===== src/rtl/renameConsts.svh =====
// ****************************************
// Sizing of the rename stage
// FREE_LIST_NUM and IQ_ENTRY_NUM must be
// powers of two, pointers wrap naturally
// ****************************************
`ifndef RENAME_CONSTS_SVH
`define RENAME_CONSTS_SVH

// Instructions renamed per group
`define RENAME_WIDTH 2

// Architectural and physical register counts
`define LREG_NUM 32
`define PREG_NUM 64

// Registers not mapped after reset start out free
`define FREE_LIST_NUM (`PREG_NUM - `LREG_NUM)

`define IQ_ENTRY_NUM 16

// Source A, source B and old destination per slot
`define MAP_READ_NUM (3 * `RENAME_WIDTH)

`endif


===== src/rtl/renamePkg.sv =====
// ****************************************
// Register number and map entry types
// Widths follow renameConsts.svh
// ****************************************
`default_nettype none

`include "renameConsts.svh"

package renamePkg;

    // Logical register number
    typedef logic [$clog2(`LREG_NUM)-1:0] lRegNumT;

    // Physical register number
    typedef logic [$clog2(`PREG_NUM)-1:0] pRegNumT;

    // Issue-queue entry of the producer
    typedef logic [$clog2(`IQ_ENTRY_NUM)-1:0] iqPtrT;

    // One map table line, also the wakeup pointer
    typedef struct packed {
        pRegNumT pReg;
        iqPtrT   iqPtr;
    } mapEntryT;

endpackage

`default_nettype wire


===== src/rtl/freeList.sv =====
// ****************************************
// Circular free list of physical registers
// Releases before the fill ends are lost;
// commit never frees more than it took
// ****************************************
`timescale 1ns/1ps
`default_nettype none

`include "renameConsts.svh"

module freeList (
    input  logic               clk,
    input  logic               rst,
    input  logic               mapReady,
    input  logic               renValid [`RENAME_WIDTH],
    input  logic               hasDst   [`RENAME_WIDTH],
    input  logic               relValid [`RENAME_WIDTH],
    input  renamePkg::pRegNumT relPReg  [`RENAME_WIDTH],
    output renamePkg::pRegNumT phyDst   [`RENAME_WIDTH],
    output logic               ready,
    output logic               renAccept
);

    localparam int PTR_W = $clog2(`FREE_LIST_NUM);
    localparam int CNT_W = $clog2(`FREE_LIST_NUM + 1);

    logic [PTR_W-1:0] head;
    logic [PTR_W-1:0] tail;
    logic [PTR_W-1:0] fillIdx;
    logic [CNT_W-1:0] count;
    logic [CNT_W-1:0] popCnt;
    logic [CNT_W-1:0] popTaken;
    logic [CNT_W-1:0] pushCnt;
    logic             fillDone;
    logic             anyValid;

    logic               ramWe [`RENAME_WIDTH];
    logic [PTR_W-1:0]   ramWa [`RENAME_WIDTH];
    renamePkg::pRegNumT ramWv [`RENAME_WIDTH];
    logic [PTR_W-1:0]   ramRa [`RENAME_WIDTH];
    renamePkg::pRegNumT ramRv [`RENAME_WIDTH];

    multiPortRam #(
        .entryT(renamePkg::pRegNumT),
        .ENTRY_NUM(`FREE_LIST_NUM),
        .READ_NUM(`RENAME_WIDTH),
        .WRITE_NUM(`RENAME_WIDTH)
    ) listRam (
        .clk(clk),
        .we(ramWe),
        .wa(ramWa),
        .wv(ramWv),
        .ra(ramRa),
        .rv(ramRv)
    );

    // A full group must always fit, whatever it actually needs
    assign ready = fillDone && mapReady && (count >= CNT_W'(`RENAME_WIDTH));

    // Pop side, destinations take consecutive head entries
    always_comb begin
        popCnt   = '0;
        anyValid = 1'b0;
        for (int i = 0; i < `RENAME_WIDTH; i++) begin
            ramRa[i]  = head + PTR_W'(popCnt);
            phyDst[i] = ramRv[i];
            anyValid  = anyValid || renValid[i];
            if (renValid[i] && hasDst[i]) begin
                popCnt = popCnt + 1'b1;
            end
        end
        renAccept = ready && anyValid;
        popTaken  = renAccept ? popCnt : '0;
    end

    // Push side, or the fill pattern until it is done
    always_comb begin
        pushCnt = '0;
        for (int i = 0; i < `RENAME_WIDTH; i++) begin
            if (fillDone) begin
                ramWe[i] = relValid[i];
                ramWa[i] = tail + PTR_W'(pushCnt);
                ramWv[i] = relPReg[i];
                if (relValid[i]) begin
                    pushCnt = pushCnt + 1'b1;
                end
            end else begin
                ramWe[i] = (i == 0);
                ramWa[i] = fillIdx;
                ramWv[i] = renamePkg::pRegNumT'(fillIdx);
            end
        end
    end

    always_ff @(posedge clk) begin
        if (rst) begin
            head     <= '0;
            tail     <= '0;
            count    <= '0;
            fillIdx  <= '0;
            fillDone <= 1'b0;
        end else if (!fillDone) begin
            fillIdx <= fillIdx + 1'b1;
            // List is full, so tail wraps back onto head
            if (fillIdx == PTR_W'(`FREE_LIST_NUM - 1)) begin
                fillDone <= 1'b1;
                count    <= CNT_W'(`FREE_LIST_NUM);
            end
        end else begin
            head  <= head + PTR_W'(popTaken);
            tail  <= tail + PTR_W'(pushCnt);
            count <= count + pushCnt - popTaken;
        end
    end

endmodule

`default_nettype wire


===== src/rtl/multiPortRam.sv =====
// ****************************************
// Distributed RAM, no reset on contents
// Reads are asynchronous; on a write
// collision the highest port wins
// ****************************************
`timescale 1ns/1ps
`default_nettype none

module multiPortRam #(
    parameter type entryT = logic,
    parameter int ENTRY_NUM = 32,
    parameter int READ_NUM = 2,
    parameter int WRITE_NUM = 2
) (
    input  logic                         clk,
    input  logic                         we [WRITE_NUM],
    input  logic [$clog2(ENTRY_NUM)-1:0] wa [WRITE_NUM],
    input  entryT                        wv [WRITE_NUM],
    input  logic [$clog2(ENTRY_NUM)-1:0] ra [READ_NUM],
    output entryT                        rv [READ_NUM]
);

    entryT mem [ENTRY_NUM];

    // Later ports are applied last and so take priority
    always_ff @(posedge clk) begin
        for (int i = 0; i < WRITE_NUM; i++) begin
            if (we[i]) begin
                mem[wa[i]] <= wv[i];
            end
        end
    end

    always_comb begin
        for (int i = 0; i < READ_NUM; i++) begin
            rv[i] = mem[ra[i]];
        end
    end

endmodule

`default_nettype wire


===== src/rtl/renameMapTable.sv =====
// ****************************************
// Register map table and wakeup table
// Fill takes LREG_NUM cycles after reset;
// group writes are ignored until mapReady
// ****************************************
`timescale 1ns/1ps
`default_nettype none

`include "renameConsts.svh"

module renameMapTable (
    input  logic               clk,
    input  logic               rst,
    input  logic               renAccept,
    input  logic               renValid     [`RENAME_WIDTH],
    input  logic               hasDst       [`RENAME_WIDTH],
    input  renamePkg::lRegNumT logSrcA      [`RENAME_WIDTH],
    input  renamePkg::lRegNumT logSrcB      [`RENAME_WIDTH],
    input  renamePkg::lRegNumT logDst       [`RENAME_WIDTH],
    input  renamePkg::iqPtrT   iqPtr        [`RENAME_WIDTH],
    input  renamePkg::pRegNumT phyDst       [`RENAME_WIDTH],
    output renamePkg::pRegNumT phySrcA      [`RENAME_WIDTH],
    output renamePkg::pRegNumT phySrcB      [`RENAME_WIDTH],
    output renamePkg::pRegNumT phyPrevDst   [`RENAME_WIDTH],
    output renamePkg::iqPtrT   srcIqPtrA    [`RENAME_WIDTH],
    output renamePkg::iqPtrT   srcIqPtrB    [`RENAME_WIDTH],
    output renamePkg::iqPtrT   prevDstIqPtr [`RENAME_WIDTH],
    output logic               mapReady
);

    // Read ports per slot
    localparam int OPS = `MAP_READ_NUM / `RENAME_WIDTH;

    renamePkg::lRegNumT  fillIdx;

    logic                ramWe [`RENAME_WIDTH];
    renamePkg::lRegNumT  ramWa [`RENAME_WIDTH];
    renamePkg::mapEntryT ramWv [`RENAME_WIDTH];
    renamePkg::lRegNumT  ramRa [`MAP_READ_NUM];
    renamePkg::mapEntryT ramRv [`MAP_READ_NUM];

    multiPortRam #(
        .entryT(renamePkg::mapEntryT),
        .ENTRY_NUM(`LREG_NUM),
        .READ_NUM(`MAP_READ_NUM),
        .WRITE_NUM(`RENAME_WIDTH)
    ) mapRam (
        .clk(clk),
        .we(ramWe),
        .wa(ramWa),
        .wv(ramWv),
        .ra(ramRa),
        .rv(ramRv)
    );

    // Fill walks every logical register once, then stops on the wrap
    always_ff @(posedge clk) begin
        if (rst) begin
            fillIdx  <= '0;
            mapReady <= 1'b0;
        end else if (!mapReady) begin
            fillIdx <= fillIdx + 1'b1;
            if (fillIdx == renamePkg::lRegNumT'(`LREG_NUM - 1)) begin
                mapReady <= 1'b1;
            end
        end
    end

    // Write side
    always_comb begin
        for (int i = 0; i < `RENAME_WIDTH; i++) begin
            if (mapReady) begin
                ramWe[i]       = renAccept && renValid[i] && hasDst[i];
                ramWa[i]       = logDst[i];
                ramWv[i].pReg  = phyDst[i];
                ramWv[i].iqPtr = iqPtr[i];
            end else begin
                // L maps above the registers held by the free list
                ramWe[i]       = (i == 0);
                ramWa[i]       = fillIdx;
                ramWv[i].pReg  = renamePkg::pRegNumT'(fillIdx) +
                                 renamePkg::pRegNumT'(`FREE_LIST_NUM);
                ramWv[i].iqPtr = '0;
            end
        end
    end

    // Read addresses
    always_comb begin
        for (int i = 0; i < `RENAME_WIDTH; i++) begin
            ramRa[OPS*i]     = logSrcA[i];
            ramRa[OPS*i + 1] = logSrcB[i];
            ramRa[OPS*i + 2] = logDst[i];
        end
    end

    // Table values, then bypass from older slots in the same group
    always_comb begin
        for (int i = 0; i < `RENAME_WIDTH; i++) begin
            phySrcA[i]      = ramRv[OPS*i].pReg;
            srcIqPtrA[i]    = ramRv[OPS*i].iqPtr;
            phySrcB[i]      = ramRv[OPS*i + 1].pReg;
            srcIqPtrB[i]    = ramRv[OPS*i + 1].iqPtr;
            phyPrevDst[i]   = ramRv[OPS*i + 2].pReg;
            prevDstIqPtr[i] = ramRv[OPS*i + 2].iqPtr;

            // Youngest older producer is applied last
            for (int j = 0; j < i; j++) begin
                if (renValid[j] && hasDst[j]) begin
                    if (logSrcA[i] == logDst[j]) begin
                        phySrcA[i]   = phyDst[j];
                        srcIqPtrA[i] = iqPtr[j];
                    end
                    if (logSrcB[i] == logDst[j]) begin
                        phySrcB[i]   = phyDst[j];
                        srcIqPtrB[i] = iqPtr[j];
                    end
                    // Same destination: previous mapping is the older slot's
                    if (logDst[i] == logDst[j]) begin
                        phyPrevDst[i]   = phyDst[j];
                        prevDstIqPtr[i] = iqPtr[j];
                    end
                end
            end
        end
    end

endmodule

`default_nettype wire


===== src/rtl/renameStage.sv =====
// ****************************************
// Rename stage top level
// Outputs are combinational; a group is
// taken at an edge where ready is high
// ****************************************
`timescale 1ns/1ps
`default_nettype none

`include "renameConsts.svh"

module renameStage (
    input  logic               clk,
    input  logic               rst,

    // Rename group
    input  logic               renValid     [`RENAME_WIDTH],
    input  logic               hasDst       [`RENAME_WIDTH],
    input  renamePkg::lRegNumT logSrcA      [`RENAME_WIDTH],
    input  renamePkg::lRegNumT logSrcB      [`RENAME_WIDTH],
    input  renamePkg::lRegNumT logDst       [`RENAME_WIDTH],
    input  renamePkg::iqPtrT   iqPtr        [`RENAME_WIDTH],
    output logic               ready,

    // Rename results
    output renamePkg::pRegNumT phySrcA      [`RENAME_WIDTH],
    output renamePkg::pRegNumT phySrcB      [`RENAME_WIDTH],
    output renamePkg::pRegNumT phyPrevDst   [`RENAME_WIDTH],
    output renamePkg::iqPtrT   srcIqPtrA    [`RENAME_WIDTH],
    output renamePkg::iqPtrT   srcIqPtrB    [`RENAME_WIDTH],
    output renamePkg::iqPtrT   prevDstIqPtr [`RENAME_WIDTH],
    output renamePkg::pRegNumT phyDst       [`RENAME_WIDTH],

    // Commit release
    input  logic               relValid     [`RENAME_WIDTH],
    input  renamePkg::pRegNumT relPReg      [`RENAME_WIDTH]
);

    logic renAccept;
    logic mapReady;

    renameMapTable mapTable_i (
        .clk(clk),
        .rst(rst),
        .renAccept(renAccept),
        .renValid(renValid),
        .hasDst(hasDst),
        .logSrcA(logSrcA),
        .logSrcB(logSrcB),
        .logDst(logDst),
        .iqPtr(iqPtr),
        .phyDst(phyDst),
        .phySrcA(phySrcA),
        .phySrcB(phySrcB),
        .phyPrevDst(phyPrevDst),
        .srcIqPtrA(srcIqPtrA),
        .srcIqPtrB(srcIqPtrB),
        .prevDstIqPtr(prevDstIqPtr),
        .mapReady(mapReady)
    );

    freeList freeList_i (
        .clk(clk),
        .rst(rst),
        .mapReady(mapReady),
        .renValid(renValid),
        .hasDst(hasDst),
        .relValid(relValid),
        .relPReg(relPReg),
        .phyDst(phyDst),
        .ready(ready),
        .renAccept(renAccept)
    );

endmodule

`default_nettype wire

===== config.mk =====
export PLATFORM = sky130hd
export DESIGN_NAME = renameStage
export DESIGN_NICKNAME = d
export VERILOG_FILES = /design/src/rtl/renamePkg.sv /design/src/rtl/freeList.sv /design/src/rtl/multiPortRam.sv /design/src/rtl/renameMapTable.sv /design/src/rtl/renameStage.sv
export VERILOG_INCLUDE_DIRS = /design/src /design/src/rtl
export SDC_FILE = /design/constraint.sdc
export NUM_CORES = 2
export LEC_CHECK = 0
export BUFFER_PORTS_ARGS = -buffer_cell sky130_fd_sc_hd__buf_2
export CORE_MARGIN = 8
export CORE_UTILIZATION = 66
export DETAILED_ROUTE_END_ITERATION = 6
export MAX_ROUTING_LAYER = met4
export PLACE_DENSITY = 0.84
export SYNTH_ARGS = -nofsm -noshare
export SYNTH_HDL_FRONTEND = slang
export SYNTH_SLANG_ARGS = --single-unit

===== constraint.sdc =====
create_clock -name clk -period 9.3 [get_ports clk]
set_clock_uncertainty 0.15 [all_clocks]
set_input_delay 1.395 -clock clk [delete_from_list [all_inputs] [get_ports clk]]
set_output_delay 1.395 -clock clk [all_outputs]
set_load 0.1 [all_outputs]

==> results.md <==
* Outcome: finished, violations left
* Failing checks: DRC
* Row count at 94
* Final Cycle Share at 80.7%
* First-pass GRT wire length at 241,000 µm
* Crit path cell chain: buf_2, and2_1, ha_4, ha_2, xor2_2, a2111oi_0, a311oi_4, nand2_1, inv_1, buf_2
* Via count at 35,100
* Net count, final at 3,142
* Area Growth Syn to Fin at 6.65%
* Share of cells above drive strength 1 at 34.7%
* PwrDens at 143 nW/µm²
* Cells on worst reg2reg path at 6
* Routed len/inst at 42.0 µm
* PnR worst setup slack at 1.80 ns
* Switching power at 2.07 mW
* Final setup TNS at 0 ns
* Initial antenna violation count at 8
* Critical R2R Capture: mapTable_i.mapRam.mem[16][9]
* Worst setup path start: renValid[1]
* Clock buffer depth at 3
* Comb pwr share at 21.9%
* Post-place setup slack at 2.05 ns
* Hold Path Depth at 2
* Slew margin rel. at 3.29%
* GR Overflow Total at 0
* Crit path buffers/inverters at 3
* Post-synthesis register bit count at 545
* Critical Path End Type: output pin
* Die area at 74,600 µm²
* Fmax at 0.133 GHz
* Hold Buf Count CTS at 0
* Flop2flop setup slack at 3.91 ns
* Die width at 273 µm
* Mapped Cells at 3,180
* Power Internal at 4.56 mW
* Die Span Y at 273 µm
* HP Class: register to register
* DRT antenna net count at 0
* Largest cells by area after synthesis: edfxtp_1 (35%), mux4_2 (34%), mux2i_1 (6.0%)
* Post-synth EDFFs at 512
* Num ports at 131
* Hold Path Origin: mapTable_i.fillIdx[3]
* Final Hold Viols at 0
* Yosys top cell area share at 35.2%
* Initial Util at 66.5%
* Synth Warn # at 0
* Slowest Stage Delay on Critical Path at 1.08 ns
* VDD IR-drop max at 0.165 mV
* 1st-pass router iterations at 7
* Post-route DRC at 1
* Worst-margin pin slew at 1.45 ns
* Post-synth top flop: edfxtp_1
* Post-DP Area at 44,600 µm²
* Slowest cell on crit path: a311oi_4
* Largest net degree at the start of global routing at 76
* TritonCTS clock tree: done
* Clock sink total at 545
* Netlist cell types at 70
* Critical path launch point type: input pin
* Post-cts resize count at 0
* Critical path class: input pin to output pin
* Worst EP arrival at 5.96 ns
* Num CTS Buffers at 60
* Cell mode on critical path: buf_2
* Most common library cells after synthesis: mux4_2 (661), edfxtp_1 (512), nand2_1 (284)
* Final GP Congestion at 1.04
* Post-Route Utilization at 70.9%
* Number of port buffers at 130
* Skew-Pair Late Insertion Delay at 0.67 ns
* Minimum clock period at 7.50 ns
* Post-Syn Nets at 3,264
* Clk pwr share at 37.0%
* Clock-pin slew on the worst setup and hold paths at 0.06 ns
* Vias in the first global route at 34,200
* Max-Cap Viols at 0
* Final instance area at 46,600 µm²
* Sequential power share at 41.2%
* CP Depth at 10
* FFs w/ async S/R, synth at 0%
* Via density at 8.82
* Post-synthesis cell area at 43,700 µm²
* Hold endpoint: mapTable_i.fillIdx[3]
* Worst path required time at 7.76 ns
* Final slew viol count at 0
* Overall Global Routing Usage at 46.1%
* Top-count cell post-synth: mux4_2
* RSZ-0062 raised after global routing: false
* Crit path max fanout at 28
* Top delay family on crit path: compound AO/OA/AOI/OAI gates
* P_leak at 15.6 nW
* Number of H-tree levels at 2
* Number of DRC markers in iteration 0 at 6,262
* DP HPWL at 108,000 µm
* Core ar. at 65,600 µm²
* Synth area leader: edfxtp_1
* Post-CTS Setup Repair Bufs at 0
* Seq/Total Area, Yosys at 36.7%
* Critical R2R Launch: mapTable_i.mapReady
* Syn avg cell area at 13.7 µm²
* Final WL at 167,000 µm
* Sw frac at 31.2%
* Final setup viols at 0
* Root Buffer: clkbuf_16
metal layers:
layer / up-vias / wire length [µm] / global-route usage [%]
li1: 13100 / - / -
met3: 1179 / 29300 / 19.2
met5: - / 0 / -
met4: 0 / 18000 / 34.8
met1: 16800 / 47400 / 51.3
met2: 3956 / 72600 / 65.9
worst max-delay path by stage:
stage               endpoint  slack (ns)
3_3_place_gp       phyDst[4]        2.20
5_1_grt            phyDst[4]        1.62
6_report           phyDst[4]        1.80
2_1_floorplan  phyPrevDst[0]        3.24
3_5_place_dp       phyDst[4]        2.05
4_1_cts            phyDst[4]        2.04
state kept, by name, summed over array words and instances, names as in the netlist, named ones only:
signal,flops
mapTable_i.fillIdx,5
mapTable_i.mapReady,1
freeList_i.head,5
freeList_i.fillDone,1
freeList_i.count,6
freeList_i.fillIdx,5
freeList_i.tail,5
freeList_i.listRam.mem,192
mapTable_i.mapRam.mem,320
tightest hold or removal path, cell delays in order, from the launching register on:
cell	delay, ns
dfxtp_1	0.37
xor2_1	0.08
nor2_1	0.07
power by group through the flow:
stage | registers, mW | logic, mW | clock network (mW)
3_5_place_dp | 2.78 | 1.39 | 0
5_1_grt | 2.73 | 1.46 | 2.51
3_3_place_gp | 2.78 | 1.36 | 0
6_report | 2.73 | 1.45 | 2.45
2_1_floorplan | 2.77 | 1.02 | 0
4_1_cts | 2.73 | 1.39 | 2.42
area by class of cell:
cell class	count	area, µm²
multi-input cells	2200	26000
inverters	34	128
diodes	8	20.0
flip-flops and latches	545	16000
clock inverters	40	387
well taps	864	1080
repair buffers	217	1350
fillers	4203	19100
clock buffers	70	1580
layout by cell type, fill, tap and decap left out, types with 30 or more instances in the layout:
master | Yosys | layout
nor3_1 | 31 | 31
o21ai_2 | 0 | 30
nor2_1 | 71 | 71
buf_2 | 50 | 118
a31oi_1 | 163 | 163
buf_4 | 3 | 96
mux2i_1 | 262 | 261
mux4_2 | 661 | 661
nand2_1 | 284 | 284
o21ai_0 | 156 | 124
a21oi_1 | 70 | 60
o21ai_1 | 64 | 66
o31ai_1 | 110 | 110
mux4_1 | 37 | 37
edfxtp_1 | 512 | 512
inv_1 | 32 | 32
clkbuf_16 | 0 | 62
kinds of logic after synthesis:
family          after synthesis  synth area share [%]
mux                         988                  43.1
compound gates              632                  8.92
flops                       545                  36.7
simple gates                516                  5.36
buf+inv                     435                  4.27
xor+xnor                     38                 0.814
fa+ha+maj                    26                 0.814
metrics by stage:
step | std cells | hold WS (ns) | power [mW]
floorplan | 3180 | 0.351 | 3.79
global placement | 3860 | 0.368 | 4.14
detailed placement | 3860 | 0.396 | 4.17
CTS | 3970 | 0.418 | 6.54
global route | 3978 | 0.461 | 6.71
finish | 3978 | 0.414 | 6.64
No activity file was read; power rests on OpenSTA's default activity.
